File: config.mk
export PLATFORM = sky130hd
export DESIGN_NAME = uart_top
export DESIGN_NICKNAME = d
export VERILOG_FILES = /design/src/logic/uart_cfg_pkg.sv /design/src/logic/uart_frame_pkg.sv /design/src/logic/uart_baud_gen.sv /design/src/logic/uart_tx.sv /design/src/logic/uart_rx.sv /design/src/logic/uart_regs.sv /design/src/logic/uart_top.sv
export SDC_FILE = /design/constraint.sdc
export NUM_CORES = 1
export LEC_CHECK = 0
export ABC_AREA = 1
export BUFFER_PORTS_ARGS = -buffer_cell sky130_fd_sc_hd__buf_2
export CAP_MARGIN = 0
export CORE_UTILIZATION = 50
export DETAILED_ROUTE_END_ITERATION = 10
export HOLD_SLACK_MARGIN = 0.03
export PLACE_DENSITY = 0.68
export SLEW_MARGIN = 5
export SYNTH_ARGS = -nofsm -noshare
export SYNTH_HDL_FRONTEND = slang
export SYNTH_HIERARCHICAL = 1
export SYNTH_SLANG_ARGS = --single-unit
File: constraint.sdc
create_clock -name clk -period 2.4 [get_ports clk]
set_input_delay 0.6 -clock clk [delete_from_list [all_inputs] [get_ports clk]]
set_output_delay 0.6 -clock clk [all_outputs]
set_load 0.02 [all_outputs]
File: src/logic/uart_cfg_pkg.sv
package uart_cfg_pkg;

  // bus data and divisor register width
  localparam int bus_width = 16;

  typedef enum logic [1:0] {
    reg_div    = 2'd0,  // divisor, read/write
    reg_txdata = 2'd1,  // write starts a frame
    reg_rxdata = 2'd2,  // read clears valid and overrun
    reg_status = 2'd3   // read clears framing error
  } reg_addr_e;

  typedef enum logic {
    cmd_read  = 1'b0,
    cmd_write = 1'b1
  } bus_cmd_e;

  // bit positions inside reg_status
  localparam int stat_tx_busy   = 0;
  localparam int stat_rx_valid  = 1;
  localparam int stat_overrun   = 2;
  localparam int stat_frame_err = 3;

endpackage

File: src/logic/uart_frame_pkg.sv
package uart_frame_pkg;

  // oversampling ticks per bit
  localparam int os_ticks = 16;

  // ticks from the start edge to the start bit centre
  localparam int start_ticks = os_ticks / 2 - 1;

  typedef enum logic [1:0] {
    tx_st_idle,
    tx_st_start,
    tx_st_data,
    tx_st_stop
  } tx_state_e;

  typedef enum logic [1:0] {
    rx_st_idle,
    rx_st_start,
    rx_st_data,
    rx_st_stop
  } rx_state_e;

endpackage

File: src/logic/uart_baud_gen.sv
`timescale 1ns/100ps

module uart_baud_gen
  (
    input  logic                              clk,
    input  logic                              reset,
    input  logic [uart_cfg_pkg::bus_width-1:0] div,
    output logic                              s_tick
  );

  import uart_cfg_pkg::*;

  logic [bus_width-1:0] cnt;
  logic [bus_width-1:0] reload;

  assign reload = (div == '0) ? '0 : div - 1'b1;  // div of 0 acts as 1

  always_ff @(posedge clk, posedge reset)
  begin
    if (reset)
    begin
      cnt    <= '0;
      s_tick <= 1'b0;
    end
    else if (cnt == '0)
    begin
      cnt    <= reload;  // new divisor picked up here
      s_tick <= 1'b1;
    end
    else
    begin
      cnt    <= cnt - 1'b1;
      s_tick <= 1'b0;
    end
  end

  // a steady divisor above one never gives back-to-back ticks
  a_tick_spacing: assert property (@(posedge clk) disable iff (reset)
    (s_tick && div > 1 && $stable(div)) |=> !s_tick);

endmodule

File: src/logic/uart_tx.sv
`timescale 1ns/100ps

module uart_tx
  #(
    parameter int dbit    = 8,
    parameter int sb_tick = 16
  )
  (
    input  logic            clk,
    input  logic            reset,
    input  logic            s_tick,
    input  logic            tx_start,
    input  logic [dbit-1:0] tx_data,
    output logic            tx,
    output logic            tx_busy
  );

  import uart_frame_pkg::*;

  localparam int max_ticks = (sb_tick > os_ticks) ? sb_tick : os_ticks;
  localparam int tick_w    = $clog2(max_ticks);
  localparam int bit_w     = (dbit > 1) ? $clog2(dbit) : 1;

  tx_state_e           state_reg, state_next;
  logic [tick_w-1:0]   tick_reg, tick_next;
  logic [bit_w-1:0]    nbit_reg, nbit_next;
  logic [dbit-1:0]     shift_reg, shift_next;
  logic                tx_reg, tx_next;

  always_ff @(posedge clk, posedge reset)
  begin
    if (reset)
    begin
      state_reg <= tx_st_idle;
      tick_reg  <= '0;
      nbit_reg  <= '0;
      tx_reg    <= 1'b1;  // line idles high
    end
    else
    begin
      state_reg <= state_next;
      tick_reg  <= tick_next;
      nbit_reg  <= nbit_next;
      tx_reg    <= tx_next;
    end
  end

  always_ff @(posedge clk)
  begin
    shift_reg <= shift_next;
  end

  always_comb
  begin
    state_next = state_reg;
    tick_next  = tick_reg;
    nbit_next  = nbit_reg;
    shift_next = shift_reg;
    tx_next    = tx_reg;
    case (state_reg)
      tx_st_idle:
      begin
        tx_next = 1'b1;
        if (tx_start)
        begin
          state_next = tx_st_start;
          tick_next  = '0;
          shift_next = tx_data;
        end
      end
      tx_st_start:
      begin
        tx_next = 1'b0;
        if (s_tick)
        begin
          if (tick_reg == tick_w'(os_ticks - 1))
          begin
            state_next = tx_st_data;
            tick_next  = '0;
            nbit_next  = '0;
          end
          else
            tick_next = tick_reg + 1'b1;
        end
      end
      tx_st_data:
      begin
        tx_next = shift_reg[0];  // lsb first
        if (s_tick)
        begin
          if (tick_reg == tick_w'(os_ticks - 1))
          begin
            tick_next  = '0;
            shift_next = shift_reg >> 1;
            if (nbit_reg == bit_w'(dbit - 1))
              state_next = tx_st_stop;
            else
              nbit_next = nbit_reg + 1'b1;
          end
          else
            tick_next = tick_reg + 1'b1;
        end
      end
      tx_st_stop:
      begin
        tx_next = 1'b1;
        if (s_tick)
        begin
          if (tick_reg == tick_w'(sb_tick - 1))
            state_next = tx_st_idle;
          else
            tick_next = tick_reg + 1'b1;
        end
      end
    endcase
  end

  assign tx      = tx_reg;
  assign tx_busy = (state_reg != tx_st_idle);

  a_idle_high: assert property (@(posedge clk) disable iff (reset)
    (state_reg == tx_st_idle) |-> tx);

endmodule

File: src/logic/uart_rx.sv
`timescale 1ns/100ps

module uart_rx
  #(
    parameter int dbit = 8
  )
  (
    input  logic            clk,
    input  logic            reset,
    input  logic            s_tick,
    input  logic            rx,
    output logic            rx_done,
    output logic [dbit-1:0] rx_data,
    output logic            frame_err
  );

  import uart_frame_pkg::*;

  localparam int tick_w = $clog2(os_ticks);
  localparam int bit_w  = (dbit > 1) ? $clog2(dbit) : 1;

  rx_state_e         state_reg, state_next;
  logic [tick_w-1:0] tick_reg, tick_next;
  logic [bit_w-1:0]  nbit_reg, nbit_next;
  logic [dbit-1:0]   shift_reg, shift_next;
  logic              rx_meta, rx_sync, rx_last;
  logic              rx_fall;

  // two flop synchroniser plus one for edge detect
  always_ff @(posedge clk, posedge reset)
  begin
    if (reset)
    begin
      rx_meta <= 1'b1;
      rx_sync <= 1'b1;
      rx_last <= 1'b1;
    end
    else
    begin
      rx_meta <= rx;
      rx_sync <= rx_meta;
      rx_last <= rx_sync;
    end
  end

  assign rx_fall = rx_last & ~rx_sync;

  always_ff @(posedge clk, posedge reset)
  begin
    if (reset)
    begin
      state_reg <= rx_st_idle;
      tick_reg  <= '0;
      nbit_reg  <= '0;
    end
    else
    begin
      state_reg <= state_next;
      tick_reg  <= tick_next;
      nbit_reg  <= nbit_next;
    end
  end

  always_ff @(posedge clk)
  begin
    shift_reg <= shift_next;
  end

  always_comb
  begin
    state_next = state_reg;
    tick_next  = tick_reg;
    nbit_next  = nbit_reg;
    shift_next = shift_reg;
    rx_done    = 1'b0;
    frame_err  = 1'b0;
    case (state_reg)
      rx_st_idle:
      begin
        if (rx_fall)
        begin
          state_next = rx_st_start;
          tick_next  = '0;
        end
      end
      rx_st_start:
      begin
        if (s_tick)
        begin
          if (tick_reg == tick_w'(start_ticks))
          begin
            tick_next = '0;
            nbit_next = '0;
            if (rx_sync)
              state_next = rx_st_idle;  // glitch, not a start bit
            else
              state_next = rx_st_data;
          end
          else
            tick_next = tick_reg + 1'b1;
        end
      end
      rx_st_data:
      begin
        if (s_tick)
        begin
          if (tick_reg == tick_w'(os_ticks - 1))
          begin
            tick_next  = '0;
            shift_next = {rx_sync, shift_reg[dbit-1:1]};
            if (nbit_reg == bit_w'(dbit - 1))
              state_next = rx_st_stop;
            else
              nbit_next = nbit_reg + 1'b1;
          end
          else
            tick_next = tick_reg + 1'b1;
        end
      end
      rx_st_stop:
      begin
        if (s_tick)
        begin
          if (tick_reg == tick_w'(os_ticks - 1))
          begin
            state_next = rx_st_idle;
            rx_done    = rx_sync;
            frame_err  = ~rx_sync;  // stop bit sampled low
          end
          else
            tick_next = tick_reg + 1'b1;
        end
      end
    endcase
  end

  assign rx_data = shift_reg;

  a_done_xor_err: assert property (@(posedge clk) disable iff (reset)
    !(rx_done && frame_err));

endmodule

File: src/logic/uart_regs.sv
`timescale 1ns/100ps

module uart_regs
  #(
    parameter int dbit        = 8,
    parameter int default_div = 4
  )
  (
    input  logic                               clk,
    input  logic                               reset,
    input  logic                               req,
    input  uart_cfg_pkg::bus_cmd_e             cmd,
    input  uart_cfg_pkg::reg_addr_e            addr,
    input  logic [uart_cfg_pkg::bus_width-1:0] wdata,
    input  logic                               tx_busy,
    input  logic                               rx_done,
    input  logic [dbit-1:0]                    rx_data,
    input  logic                               frame_err,
    output logic                               ack,
    output logic [uart_cfg_pkg::bus_width-1:0] rdata,
    output logic [uart_cfg_pkg::bus_width-1:0] div,
    output logic                               tx_start,
    output logic [dbit-1:0]                    tx_data
  );

  import uart_cfg_pkg::*;

  typedef enum logic {wait_req, wait_release} bus_state_e;

  bus_state_e           state;
  logic                 access;
  logic                 rd_rx, rd_status, wr_tx;
  logic                 rx_valid, overrun, ferr_flag;
  logic [dbit-1:0]      rx_buf;
  logic [bus_width-1:0] status_word;

  assign access    = (state == wait_req) && req;  // once per handshake
  assign rd_rx     = access && cmd == cmd_read && addr == reg_rxdata;
  assign rd_status = access && cmd == cmd_read && addr == reg_status;
  assign wr_tx     = access && cmd == cmd_write && addr == reg_txdata;
  assign ack       = (state == wait_release);

  always_comb
  begin
    status_word                 = '0;
    status_word[stat_tx_busy]   = tx_busy;
    status_word[stat_rx_valid]  = rx_valid;
    status_word[stat_overrun]   = overrun;
    status_word[stat_frame_err] = ferr_flag;
  end

  always_ff @(posedge clk, posedge reset)
  begin
    if (reset)
    begin
      state     <= wait_req;
      div       <= bus_width'(default_div);
      tx_start  <= 1'b0;
      rx_valid  <= 1'b0;
      overrun   <= 1'b0;
      ferr_flag <= 1'b0;
    end
    else
    begin
      case (state)
        wait_req:     if (req) state <= wait_release;
        wait_release: if (!req) state <= wait_req;
      endcase
      tx_start <= wr_tx;
      if (access && cmd == cmd_write && addr == reg_div)
        div <= wdata;
      if (rd_rx)
      begin
        rx_valid <= 1'b0;
        overrun  <= 1'b0;
      end
      if (rx_done)
      begin
        if (rx_valid && !rd_rx)
          overrun <= 1'b1;  // old byte kept
        else
          rx_valid <= 1'b1;
      end
      if (rd_status)
        ferr_flag <= 1'b0;
      if (frame_err)
        ferr_flag <= 1'b1;
    end
  end

  always_ff @(posedge clk)
  begin
    if (wr_tx)
      tx_data <= wdata[dbit-1:0];
    if (rx_done && (!rx_valid || rd_rx))
      rx_buf <= rx_data;
    if (access && cmd == cmd_read)
    begin
      case (addr)
        reg_div:    rdata <= div;
        reg_rxdata: rdata <= bus_width'(rx_buf);
        reg_status: rdata <= status_word;
        default:    rdata <= '0;  // txdata is write-only
      endcase
    end
  end

  // ack rises on the edge that saw req high
  a_ack_needs_req: assert property (@(posedge clk) disable iff (reset)
    $rose(ack) |-> $past(req));

endmodule

File: src/logic/uart_top.sv
`timescale 1ns/100ps

module uart_top
  #(
    parameter int dbit        = 8,
    parameter int sb_tick     = 16,
    parameter int default_div = 4
  )
  (
    input  logic                               clk,
    input  logic                               reset,
    input  logic                               req,
    input  uart_cfg_pkg::bus_cmd_e             cmd,
    input  uart_cfg_pkg::reg_addr_e            addr,
    input  logic [uart_cfg_pkg::bus_width-1:0] wdata,
    output logic                               ack,
    output logic [uart_cfg_pkg::bus_width-1:0] rdata,
    input  logic                               rx,
    output logic                               tx
  );

  import uart_cfg_pkg::*;

  logic [bus_width-1:0] div;
  logic                 s_tick;
  logic                 tx_start, tx_busy;
  logic [dbit-1:0]      tx_data, rx_data;
  logic                 rx_done, frame_err;

  uart_regs #(.dbit(dbit), .default_div(default_div)) regs_i
  (
    .clk(clk), .reset(reset), .req(req), .cmd(cmd), .addr(addr), .wdata(wdata),
    .tx_busy(tx_busy), .rx_done(rx_done), .rx_data(rx_data), .frame_err(frame_err),
    .ack(ack), .rdata(rdata), .div(div), .tx_start(tx_start), .tx_data(tx_data)
  );

  uart_baud_gen baud_i (.clk(clk), .reset(reset), .div(div), .s_tick(s_tick));

  uart_tx #(.dbit(dbit), .sb_tick(sb_tick)) tx_i
  (
    .clk(clk), .reset(reset), .s_tick(s_tick), .tx_start(tx_start),
    .tx_data(tx_data), .tx(tx), .tx_busy(tx_busy)
  );

  uart_rx #(.dbit(dbit)) rx_i
  (
    .clk(clk), .reset(reset), .s_tick(s_tick), .rx(rx),
    .rx_done(rx_done), .rx_data(rx_data), .frame_err(frame_err)
  );

endmodule

==> results of run 1 <==
-- stage by stage --
step                      setup WS [ns]  power [uW]
after floorplan                  0.3768        4331
after global placement           0.6334        4767
after detailed placement         0.5444        4836
after CTS                        0.5861        6089
after global routing             0.3794        6535
final                            0.6124        6047
-- worst max-delay path, delay by kind of cell, from the launching register on --
family          cells  cell delay (ns)
simple gates        2             0.42
flops               1             0.40
buf+inv             2             0.28
fa+ha+maj           1             0.24
compound gates      1             0.16
-- logic make-up (layout without fill, tap and decap cells) --
group / Yosys count / in the layout / synth area share
simple gates: 352 / 352 / 0.2843
flops: 108 / 108 / 0.5248
buf+inv: 104 / 160 / 0.07370
compound gates: 48 / 48 / 0.06257
xor+xnor: 15 / 15 / 0.02338
fa+ha+maj: 14 / 14 / 0.03117
-- how the worst max path moves through the flow --
stage | slack [ns] | from | depth (start not counted) | end
2_1_floorplan | 0.38 | addr[1] | 3 | regs_i/tx_data[0]
3_3_place_gp | 0.63 | req | 5 | regs_i/rdata[10]
3_5_place_dp | 0.54 | req | 5 | regs_i/rdata[13]
4_1_cts | 0.59 | rx_i/tick_reg[0] | 6 | regs_i/rx_buf[2]
5_1_grt | 0.38 | rx_i/tick_reg[0] | 6 | regs_i/rx_buf[2]
6_report | 0.61 | rx_i/tick_reg[0] | 6 | regs_i/rx_buf[7]
-- report_power, final --
| part | leakage, uW | switching [uW] | internal, uW |
|---|---|---|---|
| registers | 0.00120 | 337 | 2330 |
| clock network | 0.000115 | 641 | 602 |
| logic | 0.00166 | 1400 | 743 |
| total | 0.00297 | 2370 | 3670 |
-- metal layers --
metal	routed length, um	part of all wire	global-route usage
met1	5246	0.48	0.2952
met4	160	0.015	0.06947
met2	5028	0.46	0.3280
met3	408	0.038	0.03617
met5	0	0	0
-- cell usage in the layout (no fill, tap or decap), types with 2 or more instances in the layout --
cell type,n
sky130_fd_sc_hd__nor2_2,12
sky130_fd_sc_hd__ha_1,14
sky130_fd_sc_hd__nand3_1,44
sky130_fd_sc_hd__dfrtp_1,55
sky130_fd_sc_hd__clkinv_4,2
sky130_fd_sc_hd__nor2_1,59
sky130_fd_sc_hd__nand2_1,196
sky130_fd_sc_hd__inv_6,3
sky130_fd_sc_hd__nand4_1,7
sky130_fd_sc_hd__inv_2,7
sky130_fd_sc_hd__xnor2_1,6
sky130_fd_sc_hd__buf_2,40
sky130_fd_sc_hd__edfxtp_1,48
sky130_fd_sc_hd__nor3_1,2
sky130_fd_sc_hd__a21oi_1,6
sky130_fd_sc_hd__bufinv_16,2
sky130_fd_sc_hd__nor2_4,12
sky130_fd_sc_hd__nand3b_1,3
sky130_fd_sc_hd__nand2_2,10
sky130_fd_sc_hd__o21ai_2,21
sky130_fd_sc_hd__nand3_2,3
sky130_fd_sc_hd__clkbuf_8,9
sky130_fd_sc_hd__buf_4,4
sky130_fd_sc_hd__o21ai_1,6
sky130_fd_sc_hd__a22o_2,4
sky130_fd_sc_hd__o21ai_0,6
sky130_fd_sc_hd__dfstp_2,5
sky130_fd_sc_hd__xor2_1,9
sky130_fd_sc_hd__o22ai_1,4
sky130_fd_sc_hd__inv_1,93
-- layout make-up --
| type | instances | share of cell area |
|---|---|---|
| Inverter | 100 | 0.06035 |
| Clock inverter | 7 | 0.01670 |
| Sequential cell | 108 | 0.4741 |
| Timing Repair Buffer | 44 | 0.03701 |
| Tap cell | 140 | 0.02816 |
| Multi-Input combinational cell | 429 | 0.3637 |
| Clock buffer | 9 | 0.01992 |
==> impl_metrics.tcl, run 1 <==
set metrics [dict create \
    worst_setup_path_start_kind "flip-flop" \
    grt_remaining_overflow 0 \
    drt_drc_violations_left 0 \
    setup_viol 0 \
    sequential_cell_area_sq_um 2949 \
    grt_start_max_net_pins 33 \
    route.vias.total 4134 \
    r2r_slack_ns 0.61 \
    synth-edff-count 48 \
    clk_latency_ns 0.38 \
    drtPass1Iterations 4 \
    multiInputGateArea_sq_um 2262 \
    post-dp-hpwl_mm 8.481 \
    yosys_warnings 6 \
    initial_core_util 0.5161 \
    regToRegStartpoint "rx_i/tick_reg[0]" \
    routabilityCongestion 0.8462 \
    number_of_nets_in_the_layout 729 \
    yosysTopAreaCellShare 0.2565 \
    yosysTopAreaCell "sky130_fd_sc_hd__edfxtp_1" \
    cts_hold_buffers 0 \
    io_buffers 40 \
    routed_via_density 4.939 \
    critical_path.cell_chain "ha_1 > nand4_1 > nor3_1 > inv_1 > a21oi_1 > buf_4" \
    synth-main-ff-cell "sky130_fd_sc_hd__dfrtp_1" \
    clock-root-buffer "sky130_fd_sc_hd__clkbuf_8" \
    achievable-frequency_mhz 559.4 \
    post_synth.cell_area_avg_sq_um 8.766 \
    dr.first_iter.drc_count 216 \
    place.detailed.instances 821 \
    syn_area_sq_um 5619 \
    flow.area_growth_from_synthesis_pct 10.69 \
    post_cts_sizing 0 \
    final_core_util 0.5712 \
    final_cell_count_no_fill 837 \
    drv_cap 0 \
    critical_path.endpoint_type "flip-flop" \
    clock-skew-final_ns 0.01370 \
    number_of_distinct_standard_cells_referenced_by_the_synthesized_netlist 31 \
    worst_ir_drop_vdd_mv 0.6947 \
    async_reset_ff_frac 0.5556 \
    tritoncts "built" \
    arrival_ns 1.88 \
    number_of_antenna_violations_at_the_first_check_in_global_routing 0 \
    drive_gt1_frac 0.1980 \
    dpl_cell_area_sq_um 5992 \
    r2r.worst_path.cells 6 \
    finalHoldWorstSlack_ns 0.2278 \
    synth-seq-area-share 0.5248 \
    timing.critical_path.fanout_max 8 \
    num_io_pins 41 \
    grt_setup_unrepaired "no" \
    setup_fix_bufs_post_cts 0 \
    cellLeakagePower_uw 0.002973 \
    maxSlewHeadroom 0.4693 \
    die_x_um 108.0 \
    fp.dieH_um 108.0 \
    detail_route.wirelength_mm 10.84 \
    synth_seq_cells 108 \
    hold_fails_final_rpt 0 \
    synth_nets 678 \
    grt.total_usage 0.2092 \
    yosys-top-cells-count "sky130_fd_sc_hd__nand2_1, sky130_fd_sc_hd__inv_1, sky130_fd_sc_hd__nor2_1" \
    coreArea_sq_um 10890 \
    finalInstanceArea_sq_um 6220 \
    design.die.area_sq_um 11670 \
    grt_pass1_wl_mm 18.84 \
    clock_sink_count 108 \
    syn_inst 641 \
    first_global_vias 4005 \
    power.density_cell_area_nw_per_um2 972.3 \
    critical_path.slowest_cell "sky130_fd_sc_hd__dfrtp_1" \
    tritoncts.num_buffers 9 \
    fin_crit_sh 0.7448 \
    r2r-end "regs_i/rx_buf[7]" \
    timing.final.max_slew_violations 0 \
    run_status "completed" \
    htreeDepth 3 \
    drtAntennaViolNets 0 \
    min_path_type "in -> async" \
    setup_tns_ns 0 \
    critical_path.max_stage_delay_ns 0.40 \
    reg.largest.list "baud_i/cnt (16), regs_i/div (16), regs_i/rdata (16)" \
    cell_with_the_most_instances_after_synthesis "sky130_fd_sc_hd__nand2_1" \
    clk_pin_slew_ns 0.10 \
    synth_top_cells_by_area "sky130_fd_sc_hd__edfxtp_1, sky130_fd_sc_hd__dfrtp_1, sky130_fd_sc_hd__nand2_1" \
    clockBufferDepth 2 \
    post_dr_wirelength_cell_um 12.95 \
    insertedDiodeCount 0 \
    cp_data_required_time_ns 2.50 \
    worstMarginPinSlew_ns 0.7951 \
    worst-setup-path-type "reg -> reg" \
    placement_rows 38 \
    fin_crit_ns 1.788 \
    num-fill-cells 952 \
]
No activity file was read; power rests on OpenSTA's default activity.
==> run 2, diff against run 1 <==
==> constraint.sdc (replaced) <==
create_clock -name clk -period 1.8 [get_ports clk]
set_input_delay 0.45 -clock clk [delete_from_list [all_inputs] [get_ports clk]]
set_output_delay 0.45 -clock clk [all_outputs]
set_load 0.02 [all_outputs]
==> impl_metrics.tcl, run 2 (synthesis results as in run 1) <==
set metrics [dict create \
    hold_fails_final_rpt 0 \
    clk_latency_ns 0.37 \
    tritoncts.num_buffers 9 \
    first_global_vias 4008 \
    design.die.area_sq_um 11670 \
    drive_gt1_frac 0.2080 \
    route.vias.total 4165 \
    finalHoldWorstSlack_ns 0.07096 \
    drtPass1Iterations 5 \
    timing.critical_path.fanout_max 8 \
    post_dr_wirelength_cell_um 13.20 \
    mostFrequentLayoutCells "sky130_fd_sc_hd__nand2_1, sky130_fd_sc_hd__inv_1, sky130_fd_sc_hd__nor2_1, sky130_fd_sc_hd__dfrtp_1, sky130_fd_sc_hd__edfxtp_1" \
    detail_route.wirelength_mm 11.12 \
    min_path_type "in -> async" \
    drt_drc_violations_left 0 \
    routed_via_density 4.947 \
    maxSlewHeadroom 0.5286 \
    clk_pin_slew_ns 0.10 \
    worst_setup_path_start_kind "flip-flop" \
    dr.first_iter.drc_count 296 \
    fin_crit_sh 0.9367 \
    detailroute.wirelength.met2_mm 5.071 \
    io_buffers 40 \
    dpl_cell_area_sq_um 6038 \
    initial_core_util 0.5161 \
    worst-setup-path-type "reg -> reg" \
    insertedDiodeCount 0 \
    critical_path.endpoint_type "flip-flop" \
    achievable-frequency_mhz 593.1 \
    setup_viol 0 \
    met1_length_mm 5.566 \
    power.density_cell_area_nw_per_um2 1291 \
    timing.final.max_slew_violations 0 \
    top_layer_used "met4" \
    grt_start_max_net_pins 33 \
    grt_remaining_overflow 0 \
    run_status "completed" \
    flow.area_growth_from_synthesis_pct 11.96 \
    number_of_antenna_violations_at_the_first_check_in_global_routing 0 \
    setup_slack_ns 0.1139 \
    num_io_pins 41 \
    coreArea_sq_um 10890 \
    cellLeakagePower_uw 0.003001 \
    grt.total_usage 0.2105 \
    clock-root-buffer "sky130_fd_sc_hd__clkbuf_8" \
    routabilityCongestion 0.8291 \
    worstMarginPinSlew_ns 0.7064 \
    arrival_ns 1.78 \
    drv_cap 0 \
    final_common_cell "sky130_fd_sc_hd__nand2_1" \
    clock_sink_count 108 \
    tritoncts "built" \
    reg.largest.list "baud_i/cnt (16), regs_i/div (16), regs_i/rdata (16)" \
    dpl_worst_slack_ns 0.04443 \
    fp.dieH_um 108.0 \
    met3_wirelength_um 318 \
    cp_data_required_time_ns 1.89 \
    post-dp-hpwl_mm 8.391 \
    grt_pass1_wl_mm 18.77 \
    worst_ir_drop_vdd_mv 0.6520 \
    placement_rows 38 \
    htreeDepth 3 \
    drtAntennaViolNets 0 \
    fin_crit_ns 1.686 \
    clockBufferDepth 2 \
    finalInstanceArea_sq_um 6291 \
    number_of_nets_in_the_layout 734 \
    die_x_um 108.0 \
    clock-skew-final_ns 0.01186 \
]
## run 2: changes by cell type in the layout (fill, tap and decap cells not counted), sizes merged
cell,change
inv,+1
buf,+5
clkinv,-1
## run 2: per-stage QoR
stage	setup TNS, ns	instances	total power [uW]	util
finish	0	842	8122	0.5778
global route	-0.03112	842	8768	0.5778
CTS	0	841	8144	0.5755
detailed placement	0	825	6469	0.5546
global placement	0	825	6382	0.5546
floorplan	0	641	5776	-
## run 2: cell type report
| class | instances | area (sq um) |
|---|---|---|
| well taps | 140 | 175.2 |
| flip-flops and latches | 108 | 2949 |
| multi-input cells | 429 | 2283 |
| repair buffers | 49 | 280.3 |
| clock inverters | 7 | 103.9 |
| fillers | 958 | 4597 |
| clock buffers | 9 | 123.9 |
| inverters | 100 | 375.4 |
## run 2: layer usage
layer  vias to the layer above  global-route usage
li1                       2142                   -
met1                      1940              0.2968
met2                        72              0.3285
met3                        11             0.03858
met4                         0             0.07045
met5                         -                   0
## run 2: what timing repair did
item / CTS / global route
hold buffers: 0 / 0
buffers inserted: 0 / 1
endpoints found under the setup margin: 0 / 8
gates resized for setup: 0 / 3
## run 2: final timing paths
| path | start | end | slack, ns | cells past startpoint |
|---|---|---|---|---|
| max in group asynchronous | reset | baud_i/cnt[8] | 1.15 | 2 |
| worst min register to register | rx_i/rx_meta | rx_i/rx_sync | 0.35 | 0 |
| worst max-delay path | rx_i/tick_reg[0] | regs_i/rx_buf[4] | 0.11 | 6 |
| worst min-delay path | reset | tx_i/state_reg[1] | 0.07 | 2 |
| worst max register to register | rx_i/tick_reg[0] | regs_i/rx_buf[4] | 0.11 | 6 |
| min in group clk | rx | rx_i/rx_meta | 0.17 | 1 |
## run 2: worst max-delay path, stage by stage (launching register included)
cell and delay (ns):
sky130_fd_sc_hd__dfrtp_1 0.44, sky130_fd_sc_hd__ha_4 0.18, sky130_fd_sc_hd__nand4_1 0.16, sky130_fd_sc_hd__nor3_2 0.25, sky130_fd_sc_hd__inv_1 0.08, sky130_fd_sc_hd__a21oi_2 0.11, sky130_fd_sc_hd__buf_4 0.17
## run 2: where the power goes
part	internal, uW	switching [uW]
Combinational	1010	1880
Clock	806	862
Sequential	3100	452
